===== config.mk =====
export PLATFORM = sky130hd
export DESIGN_NAME = friscv_core_top
export DESIGN_NICKNAME = d
export VERILOG_FILES = /design/src/design/friscv_pkg.sv /design/src/design/friscv_rv32i_decoder.sv /design/src/design/friscv_execute.sv /design/src/design/friscv_result.sv /design/src/design/friscv_apb_slave.sv /design/src/design/friscv_core_top.sv
export SDC_FILE = /design/constraint.sdc
export NUM_CORES = 2
export LEC_CHECK = 0
export BUFFER_PORTS_ARGS = -buffer_cell sky130_fd_sc_hd__buf_2
export CAP_MARGIN = 20
export CORE_MARGIN = 10
export CORE_UTILIZATION = 34
export DETAILED_ROUTE_END_ITERATION = 16
export GPL_ROUTABILITY_DRIVEN = 0
export PLACE_DENSITY_LB_ADDON = 0.2
export SLEW_MARGIN = 20
export SYNTH_ARGS = -nofsm -noshare
export SYNTH_HDL_FRONTEND = slang
export SYNTH_SLANG_ARGS = --single-unit
export TNS_END_PERCENT = 30

===== constraint.sdc =====
create_clock -name clk -period 26 [get_ports clk]
set_clock_uncertainty 0.1 [all_clocks]
set_input_delay 2.6 -clock clk [delete_from_list [all_inputs] [get_ports clk]]
set_output_delay 2.6 -clock clk [all_outputs]
set_load 0.05 [all_outputs]

===== src/design/friscv_pkg.sv =====
package friscv_pkg;

    localparam int XLEN   = 32;
    localparam int NREGS  = 32;
    localparam int APB_AW = 8;

    localparam logic [XLEN-1:0] RESET_PC = '0;

    // APB register map, byte addresses
    localparam logic [APB_AW-1:0] ADDR_INSTR   = 8'h00;
    localparam logic [APB_AW-1:0] ADDR_PC      = 8'h04;
    localparam logic [APB_AW-1:0] ADDR_RETIRED = 8'h08;
    localparam logic [APB_AW-1:0] ADDR_ILLEGAL = 8'h0C;
    localparam logic [APB_AW-1:0] ADDR_REGBASE = 8'h80;

    typedef enum logic [6:0] {
        OPC_LUI    = 7'b0110111,
        OPC_AUIPC  = 7'b0010111,
        OPC_JAL    = 7'b1101111,
        OPC_JALR   = 7'b1100111,
        OPC_BRANCH = 7'b1100011,
        OPC_LOAD   = 7'b0000011,
        OPC_STORE  = 7'b0100011,
        OPC_OPIMM  = 7'b0010011,
        OPC_OP     = 7'b0110011,
        OPC_FENCE  = 7'b0001111,
        OPC_SYSTEM = 7'b1110011
    } opcode_e;

    typedef enum logic [1:0] {
        CLS_JUMP    = 2'd0,
        CLS_BRANCH  = 2'd1,
        CLS_PROCESS = 2'd2,
        CLS_SYSTEM  = 2'd3
    } inst_class_e;

    typedef struct packed {
        logic [APB_AW-1:0] paddr;
        logic              psel;
        logic              penable;
        logic              pwrite;
        logic [XLEN-1:0]   pwdata;
    } apb_req_t;

    typedef struct packed {
        logic [XLEN-1:0] prdata;
        logic            pready;
        logic            pslverr;
    } apb_rsp_t;

    // Class is a keyword, hence inst_class
    typedef struct packed {
        opcode_e     opcode;
        inst_class_e inst_class;
        logic [2:0]  funct3;
        logic [6:0]  funct7;
        logic [4:0]  rs1;
        logic [4:0]  rs2;
        logic [4:0]  rd;
        logic [11:0] imm12;
        logic [19:0] imm20;
        logic [4:0]  shamt;
        logic        inst_error;
    } decoded_t;

    typedef struct packed {
        logic            valid;
        logic            wr_en;
        logic [4:0]      rd;
        logic [XLEN-1:0] wr_data;
        logic [XLEN-1:0] next_pc;
        logic            illegal;
    } exe_result_t;

endpackage


===== src/design/friscv_rv32i_decoder.sv =====
`timescale 1ns/1ps

module friscv_rv32i_decoder (
    input  logic [friscv_pkg::XLEN-1:0] instruction,
    output friscv_pkg::decoded_t        dec
);

    import friscv_pkg::*;

    opcode_e opc;

    assign opc = opcode_e'(instruction[6:0]);

    always_comb begin
        dec = '0;
        dec.opcode = opc;
        dec.funct3 = instruction[14:12];
        dec.funct7 = instruction[31:25];
        dec.rs1 = instruction[19:15];
        dec.rs2 = instruction[24:20];
        dec.rd = instruction[11:7];
        dec.shamt = instruction[24:20];

        case (opc)
            OPC_AUIPC: begin
                dec.inst_class = CLS_JUMP;
                dec.imm20 = instruction[31:12];
            end

            // J-type, imm[20:1]
            OPC_JAL: begin
                dec.inst_class = CLS_JUMP;
                dec.imm20 = {instruction[31], instruction[19:12],
                             instruction[20], instruction[30:21]};
            end

            OPC_JALR: begin
                dec.inst_class = CLS_JUMP;
                dec.imm12 = instruction[31:20];
            end

            // B-type, imm[12:1]
            OPC_BRANCH: begin
                dec.inst_class = CLS_BRANCH;
                dec.imm12 = {instruction[31], instruction[7],
                             instruction[30:25], instruction[11:8]};
            end

            OPC_FENCE: begin
                dec.inst_class = CLS_SYSTEM;
            end

            OPC_LOAD: begin
                dec.inst_class = CLS_PROCESS;
                dec.imm12 = instruction[31:20];
            end

            OPC_LUI: begin
                dec.inst_class = CLS_PROCESS;
                dec.imm20 = instruction[31:12];
            end

            // S-type
            OPC_STORE: begin
                dec.inst_class = CLS_PROCESS;
                dec.imm12 = {instruction[31:25], instruction[11:7]};
            end

            OPC_OPIMM: begin
                dec.inst_class = CLS_PROCESS;
                dec.imm12 = instruction[31:20];
            end

            OPC_OP: begin
                dec.inst_class = CLS_PROCESS;
            end

            // CSR and environment calls
            OPC_SYSTEM: begin
                dec.inst_class = CLS_PROCESS;
            end

            default: begin
                dec.inst_class = CLS_SYSTEM;
                dec.inst_error = 1'b1;
            end
        endcase
    end

endmodule


===== src/design/friscv_execute.sv =====
`timescale 1ns/1ps

module friscv_execute (
    input  logic                        clk,
    input  logic                        rst,
    input  logic                        issue,
    input  friscv_pkg::decoded_t        dec,
    input  logic [friscv_pkg::XLEN-1:0] rs1_data,
    input  logic [friscv_pkg::XLEN-1:0] rs2_data,
    input  logic [friscv_pkg::XLEN-1:0] pc,
    output friscv_pkg::exe_result_t     exe
);

    import friscv_pkg::*;

    logic [XLEN-1:0] imm_i;
    logic [XLEN-1:0] imm_b;
    logic [XLEN-1:0] imm_j;
    logic [XLEN-1:0] imm_u;
    logic [XLEN-1:0] pc_plus4;
    logic            taken;
    logic            valid_q;
    exe_result_t     exe_d;
    exe_result_t     exe_q;

    // Shared by OP and OP-IMM; alt selects SUB or SRA
    function automatic logic [XLEN-1:0] alu_op(input logic [2:0]      f3,
                                               input logic [XLEN-1:0] a,
                                               input logic [XLEN-1:0] b,
                                               input logic            alt,
                                               input logic [4:0]      sh);
        case (f3)
            3'b000: alu_op = alt ? a - b : a + b;
            3'b001: alu_op = a << sh;
            3'b010: alu_op = {{(XLEN-1){1'b0}}, $signed(a) < $signed(b)};
            3'b011: alu_op = {{(XLEN-1){1'b0}}, a < b};
            3'b100: alu_op = a ^ b;
            3'b101: begin
                if (alt) begin
                    alu_op = $signed(a) >>> sh;
                end else begin
                    alu_op = a >> sh;
                end
            end
            3'b110: alu_op = a | b;
            default: alu_op = a & b;
        endcase
    endfunction

    assign imm_i = {{20{dec.imm12[11]}}, dec.imm12};
    assign imm_b = {{19{dec.imm12[11]}}, dec.imm12, 1'b0};
    assign imm_j = {{11{dec.imm20[19]}}, dec.imm20, 1'b0};
    assign imm_u = {dec.imm20, 12'b0};
    assign pc_plus4 = pc + 32'd4;

    always_comb begin
        case (dec.funct3)
            3'b000: taken = rs1_data == rs2_data;
            3'b001: taken = rs1_data != rs2_data;
            3'b100: taken = $signed(rs1_data) < $signed(rs2_data);
            3'b101: taken = $signed(rs1_data) >= $signed(rs2_data);
            3'b110: taken = rs1_data < rs2_data;
            3'b111: taken = rs1_data >= rs2_data;
            default: taken = 1'b0;
        endcase
    end

    always_comb begin
        exe_d = '0;
        exe_d.valid = 1'b1;
        exe_d.rd = dec.rd;
        exe_d.next_pc = pc_plus4;
        case (dec.opcode)
            OPC_LUI: begin
                exe_d.wr_en = 1'b1;
                exe_d.wr_data = imm_u;
            end
            OPC_AUIPC: begin
                exe_d.wr_en = 1'b1;
                exe_d.wr_data = pc + imm_u;
            end
            OPC_JAL: begin
                exe_d.wr_en = 1'b1;
                exe_d.wr_data = pc_plus4;
                exe_d.next_pc = pc + imm_j;
            end
            OPC_JALR: begin
                exe_d.wr_en = 1'b1;
                exe_d.wr_data = pc_plus4;
                exe_d.next_pc = (rs1_data + imm_i) & ~32'd1;
            end
            OPC_BRANCH: begin
                if (taken) begin
                    exe_d.next_pc = pc + imm_b;
                end
            end
            OPC_OPIMM: begin
                exe_d.wr_en = 1'b1;
                exe_d.wr_data = alu_op(dec.funct3, rs1_data, imm_i,
                                       dec.funct3 == 3'b101 && dec.funct7[5], dec.shamt);
            end
            OPC_OP: begin
                exe_d.wr_en = 1'b1;
                exe_d.wr_data = alu_op(dec.funct3, rs1_data, rs2_data,
                                       dec.funct7[5], rs2_data[4:0]);
            end
            // Load, store, fence, system and anything unknown
            default: exe_d.illegal = 1'b1;
        endcase
        if (dec.inst_error) begin
            exe_d.illegal = 1'b1;
            exe_d.wr_en = 1'b0;
            exe_d.next_pc = pc_plus4;
        end
    end

    always_ff @(posedge clk) begin
        if (rst) begin
            valid_q <= 1'b0;
        end else begin
            valid_q <= issue;
        end
    end

    always_ff @(posedge clk) begin
        if (issue) begin
            exe_q <= exe_d;
        end
    end

    always_comb begin
        exe = exe_q;
        exe.valid = valid_q;
    end

endmodule


===== src/design/friscv_result.sv =====
`timescale 1ns/1ps

module friscv_result (
    input  logic                        clk,
    input  logic                        rst,
    input  friscv_pkg::exe_result_t     exe,
    input  logic [4:0]                  rd_addr,
    input  logic [4:0]                  rs1_addr,
    input  logic [4:0]                  rs2_addr,
    output logic [friscv_pkg::XLEN-1:0] rs1_data,
    output logic [friscv_pkg::XLEN-1:0] rs2_data,
    output logic [friscv_pkg::XLEN-1:0] rd_data,
    output logic [friscv_pkg::XLEN-1:0] pc,
    output logic [friscv_pkg::XLEN-1:0] retired,
    output logic [friscv_pkg::XLEN-1:0] illegal
);

    import friscv_pkg::*;

    logic [XLEN-1:0] regs [NREGS];

    // x0 is cleared by reset and never written
    assign rs1_data = regs[rs1_addr];
    assign rs2_data = regs[rs2_addr];
    assign rd_data = regs[rd_addr];

    always_ff @(posedge clk) begin
        if (rst) begin
            pc <= RESET_PC;
            retired <= '0;
            illegal <= '0;
            for (int i = 0; i < NREGS; i++) begin
                regs[i] <= '0;
            end
        end else if (exe.valid) begin
            pc <= exe.next_pc;
            if (exe.illegal) begin
                illegal <= illegal + 32'd1;
            end else begin
                retired <= retired + 32'd1;
            end
            if (exe.wr_en && exe.rd != 5'd0) begin
                regs[exe.rd] <= exe.wr_data;
            end
        end
    end

endmodule


===== src/design/friscv_apb_slave.sv =====
`timescale 1ns/1ps

module friscv_apb_slave (
    input  logic                        clk,
    input  logic                        rst,
    input  friscv_pkg::apb_req_t        apb_req,
    output friscv_pkg::apb_rsp_t        apb_rsp,
    input  logic                        busy,
    output logic [friscv_pkg::XLEN-1:0] instr,
    output logic                        issue,
    output logic [4:0]                  rd_addr,
    input  logic [friscv_pkg::XLEN-1:0] rd_data,
    input  logic [friscv_pkg::XLEN-1:0] pc,
    input  logic [friscv_pkg::XLEN-1:0] retired,
    input  logic [friscv_pkg::XLEN-1:0] illegal
);

    import friscv_pkg::*;

    logic xfer;
    logic reg_area;
    logic wr_instr;
    logic rd_ok;

    // Wait states while an instruction is in flight
    assign xfer = apb_req.psel && apb_req.penable && !busy;

    assign reg_area = apb_req.paddr[7] && apb_req.paddr[1:0] == 2'b00;
    assign rd_addr = apb_req.paddr[6:2];

    assign wr_instr = apb_req.pwrite && apb_req.paddr == ADDR_INSTR;
    assign rd_ok = !apb_req.pwrite && (apb_req.paddr == ADDR_PC ||
                                       apb_req.paddr == ADDR_RETIRED ||
                                       apb_req.paddr == ADDR_ILLEGAL ||
                                       reg_area);

    always_comb begin
        apb_rsp.pready = !busy;
        apb_rsp.pslverr = xfer && !(wr_instr || rd_ok);
        case (apb_req.paddr)
            ADDR_PC: apb_rsp.prdata = pc;
            ADDR_RETIRED: apb_rsp.prdata = retired;
            ADDR_ILLEGAL: apb_rsp.prdata = illegal;
            default: apb_rsp.prdata = reg_area ? rd_data : '0;
        endcase
    end

    always_ff @(posedge clk) begin
        if (xfer && wr_instr) begin
            instr <= apb_req.pwdata;
        end
    end

    // One-cycle strobe after the write completes
    always_ff @(posedge clk) begin
        if (rst) begin
            issue <= 1'b0;
        end else begin
            issue <= xfer && wr_instr;
        end
    end

endmodule


===== src/design/friscv_core_top.sv =====
`timescale 1ns/1ps

module friscv_core_top (
    input  logic                 clk,
    input  logic                 rst,
    input  friscv_pkg::apb_req_t apb_req,
    output friscv_pkg::apb_rsp_t apb_rsp
);

    import friscv_pkg::*;

    logic [XLEN-1:0] instr;
    logic            issue;
    logic            busy;
    logic [4:0]      rd_addr;
    logic [XLEN-1:0] rd_data;
    logic [XLEN-1:0] rs1_data;
    logic [XLEN-1:0] rs2_data;
    logic [XLEN-1:0] pc;
    logic [XLEN-1:0] retired;
    logic [XLEN-1:0] illegal;
    decoded_t        dec;
    exe_result_t     exe;

    assign busy = issue | exe.valid;

    friscv_apb_slave i_apb_slave (
        .clk     (clk),
        .rst     (rst),
        .apb_req (apb_req),
        .apb_rsp (apb_rsp),
        .busy    (busy),
        .instr   (instr),
        .issue   (issue),
        .rd_addr (rd_addr),
        .rd_data (rd_data),
        .pc      (pc),
        .retired (retired),
        .illegal (illegal)
    );

    friscv_rv32i_decoder i_decoder (
        .instruction (instr),
        .dec         (dec)
    );

    friscv_execute i_execute (
        .clk      (clk),
        .rst      (rst),
        .issue    (issue),
        .dec      (dec),
        .rs1_data (rs1_data),
        .rs2_data (rs2_data),
        .pc       (pc),
        .exe      (exe)
    );

    friscv_result i_result (
        .clk      (clk),
        .rst      (rst),
        .exe      (exe),
        .rd_addr  (rd_addr),
        .rs1_addr (dec.rs1),
        .rs2_addr (dec.rs2),
        .rs1_data (rs1_data),
        .rs2_data (rs2_data),
        .rd_data  (rd_data),
        .pc       (pc),
        .retired  (retired),
        .illegal  (illegal)
    );

endmodule


==> flow_summary.toml <==
[outcome]
status = "complete, no violations"

[clocking]
cts_root_buf = "clkbuf_16"
cts_buffers = 153
h-tree-depth = 4
clk_pin_slew_ns = 0.05
cts_tree = "yes"
postCtsSetupRepairBufs = 0
cts.path.max_buffers = 4
cts_resized = 0
clock_latency_ns = 0.91
clock_sinks = 1235
holdBufCountCts = 0

[global_route]
overflow = 0
grt_pass1_vias = 75710
grt_max_degree = 127
grt_pass1_wl_um = 638700
antenna_found_initial = 91
grt_usage = 0.3005

[power]
p_per_area_nw_per_um2 = 47.61
power_uw = 4926
vdd_drop_max_v = 0.00004546
leakagePower_uw = 0.03857

[routing]
drtAntennaViolNets = 0
wire_per_inst_um = 39.07
drtIter0Drc = 14280
vias = 80690
vias_per_cell = 6.700
drc = 0
first_pass_iters = 9
wl_um = 470500

[logic_synthesis]
yosysMostFrequentCell = "edfxtp_1"
synth_xor_area_frac = 0.01707
async_flop_share = 0
syn_inst = 8435
synthesis.area_um2 = 93890
syn_area_per_cell_um2 = 11.13
yosys.area.top_type = "edfxtp_1"
synth_edf_count = 1127
seq_area_frac_synth = 0.3835
ys_types = 95
synth_top_area_share = 0.3605
ys.flop_type = "edfxtp_1"
synth_top_family_by_area = "multiplexers"
yosys-top-cells-area = "edfxtp_1, mux4_2, mux2i_1"
synth-compound-area-share = 0.1186
synthMuxAreaShare = 0.2563
synth_warnings = 0
synth_fa_ha_area_frac = 0.03814
synth.ff_latch_count = 1235
synthTopCellsByCount = "edfxtp_1, and2_1, mux2i_1"
synth-simple-area-share = 0.1443

[job]
max-cap-violations = 0

[floorplan]
dieWidth_um = 545.5
die_y_um = 545.5
placement_rows = 192
core_area_um2 = 274300
die_area_um2 = 297600
start_util = 0.3422
ios = 79

[placed_design]
io_buffer_count = 78
hpwl_um = 300700
pre_cts_slack_ns = 15.70

[sta]
drv_slew = 0
tightestPinTransition_ns = 1.193
finalCritPeriodShare = 0.3884
fin_ws_ns = 15.90
hold_viol = 0
rsz0062_at_grt = "no"
fmax_mhz = 99.02
setup-tns-final_ns = 0
setup_violations = 0
slew_headroom = 0.1820
min_period_ns = 10.10

[worst_setup_path]
cpPeakStageDelay_ns = 0.83
required_ns = 23.30
end_kind = "output pin"
crit_fanout = 103
crit_type = "primary input to output pin"
arrival_ns = 7.40
startpoint_type = "primary input"
crit_chain = "buf_8, buf_12, buf_6, mux4_2, mux4_2, mux2i_1, o22ai_1, buf_2"
crit_top_cell = "mux4_2"
critPathSlowestCell = "mux2i_1"

[layout]
layout-drive-gt1-share = 0.1830
area.growth.synth_to_final_pct = 10.21
fin_nets = 8521

[min_path]
hp-class = "register to register"
-- layout make-up --
class | count | area (µm²)
Inverter | 174 | 653.1
Multi-Input combinational cell | 6269 | 54510
Clock inverter | 82 | 855.8
Timing Repair Buffer | 361 | 2669
Sequential cell | 1235 | 36030
Clock buffer | 186 | 4015
Tap cell | 3686 | 4612
Antenna cell | 50 | 125.1
Fill cell | 26660 | 170900
-- registers in the layout, summed over array words and instances, names as in the netlist, named ones only --
signal,cells
i_apb_slave.instr,32
i_apb_slave.issue,1
i_execute.exe,71
i_execute.valid_q,1
i_result.illegal,32
i_result.pc,32
i_result.regs,1024
i_result.retired,32
-- cell families after synthesis --
logic type / after synthesis
AOI/OAI and AO/OA: 1689
buffers and inverters: 962
adders and majority gates: 282
other: 1
muxes: 1540
and+or+nand+nor: 2543
xor gates and xnor gates: 183
DFF: 1235
-- final timing paths --
check,from,end,slack (ns),depth (start not counted)
setup / recovery,apb_req[37],apb_rsp[10],15.90,8
hold / removal,i_execute.exe[11],i_result.pc[10],0.38,2
setup reg to reg,register,i_execute.exe[49],16.54,22
hold reg to reg,i_execute.exe[11],i_result.pc[10],0.38,2
-- metrics by stage --
stage / cell area (µm²) / hold slack (ns) / instances / util
floorplan: 94000 / 0.3514 / 8466 / -
global placement: 98350 / 0.3592 / 11720 / 0.3585
detailed placement: 98390 / 0.3751 / 11720 / 0.3586
CTS: 103300 / 0.3926 / 11990 / 0.3764
global route: 103400 / 0.4131 / 12000 / 0.3767
finish: 103500 / 0.3846 / 12040 / 0.3772
-- routing by layer --
metal | wire length, µm | track usage
met5 | 426 | 0
met1 | 172400 | 0.3796
met2 | 197500 | 0.4358
met4 | 37410 | 0.1983
met3 | 62800 | 0.1012
-- power breakdown --
group          total, µW  switching (µW)  leakage (µW)  internal (µW)
Sequential          2270            50.1        0.0124           2220
Combinational        462             295        0.0238            167
Clock               2200             938       0.00238           1260
-- cell usage in the layout, fill, tap and decap left out, types with 31 or more instances in the layout --
master     netlist  final
o22ai_1        139    139
ha_1           275    275
or3_1           46     46
buf_2           68     72
or2_2           51     36
nor2_4           0     31
mux4_2         681    681
a22o_1          32     32
o21a_1          31     31
a21oi_1        407    407
nor4_1          31     31
diode_2          0     50
nand3_1        152    151
nor2_1         434    401
and3_1          62     62
nand2b_1        36     35
nor3_1         109    103
a211oi_1        65     64
conb_1           1     32
o21bai_1        35     35
nand4_1         33     33
and2_1        1035   1034
o21ai_0        305    300
xor2_1          88     88
clkbuf_16        0    155
xnor2_1         95     95
nand2_1        448    447
inv_1          162    157
a31oi_1         38     37
edfxtp_1      1127   1127
buf_4           31    274
a22oi_1        171    171
a21o_1          91     91
mux2_2         100    100
dfxtp_1        108     99
o211ai_1        63     63
a221oi_1        50     49
o221ai_1        41     41
mux2i_1        759    750
-- worst max-delay path: cells and delay by family --
family | cells | cell delay, ns
muxes | 3 | 1.89
buffers and inverters | 4 | 2.21
AOI/OAI and AO/OA | 1 | 0.28
Note: power is estimated with default switching activity, not from simulation.
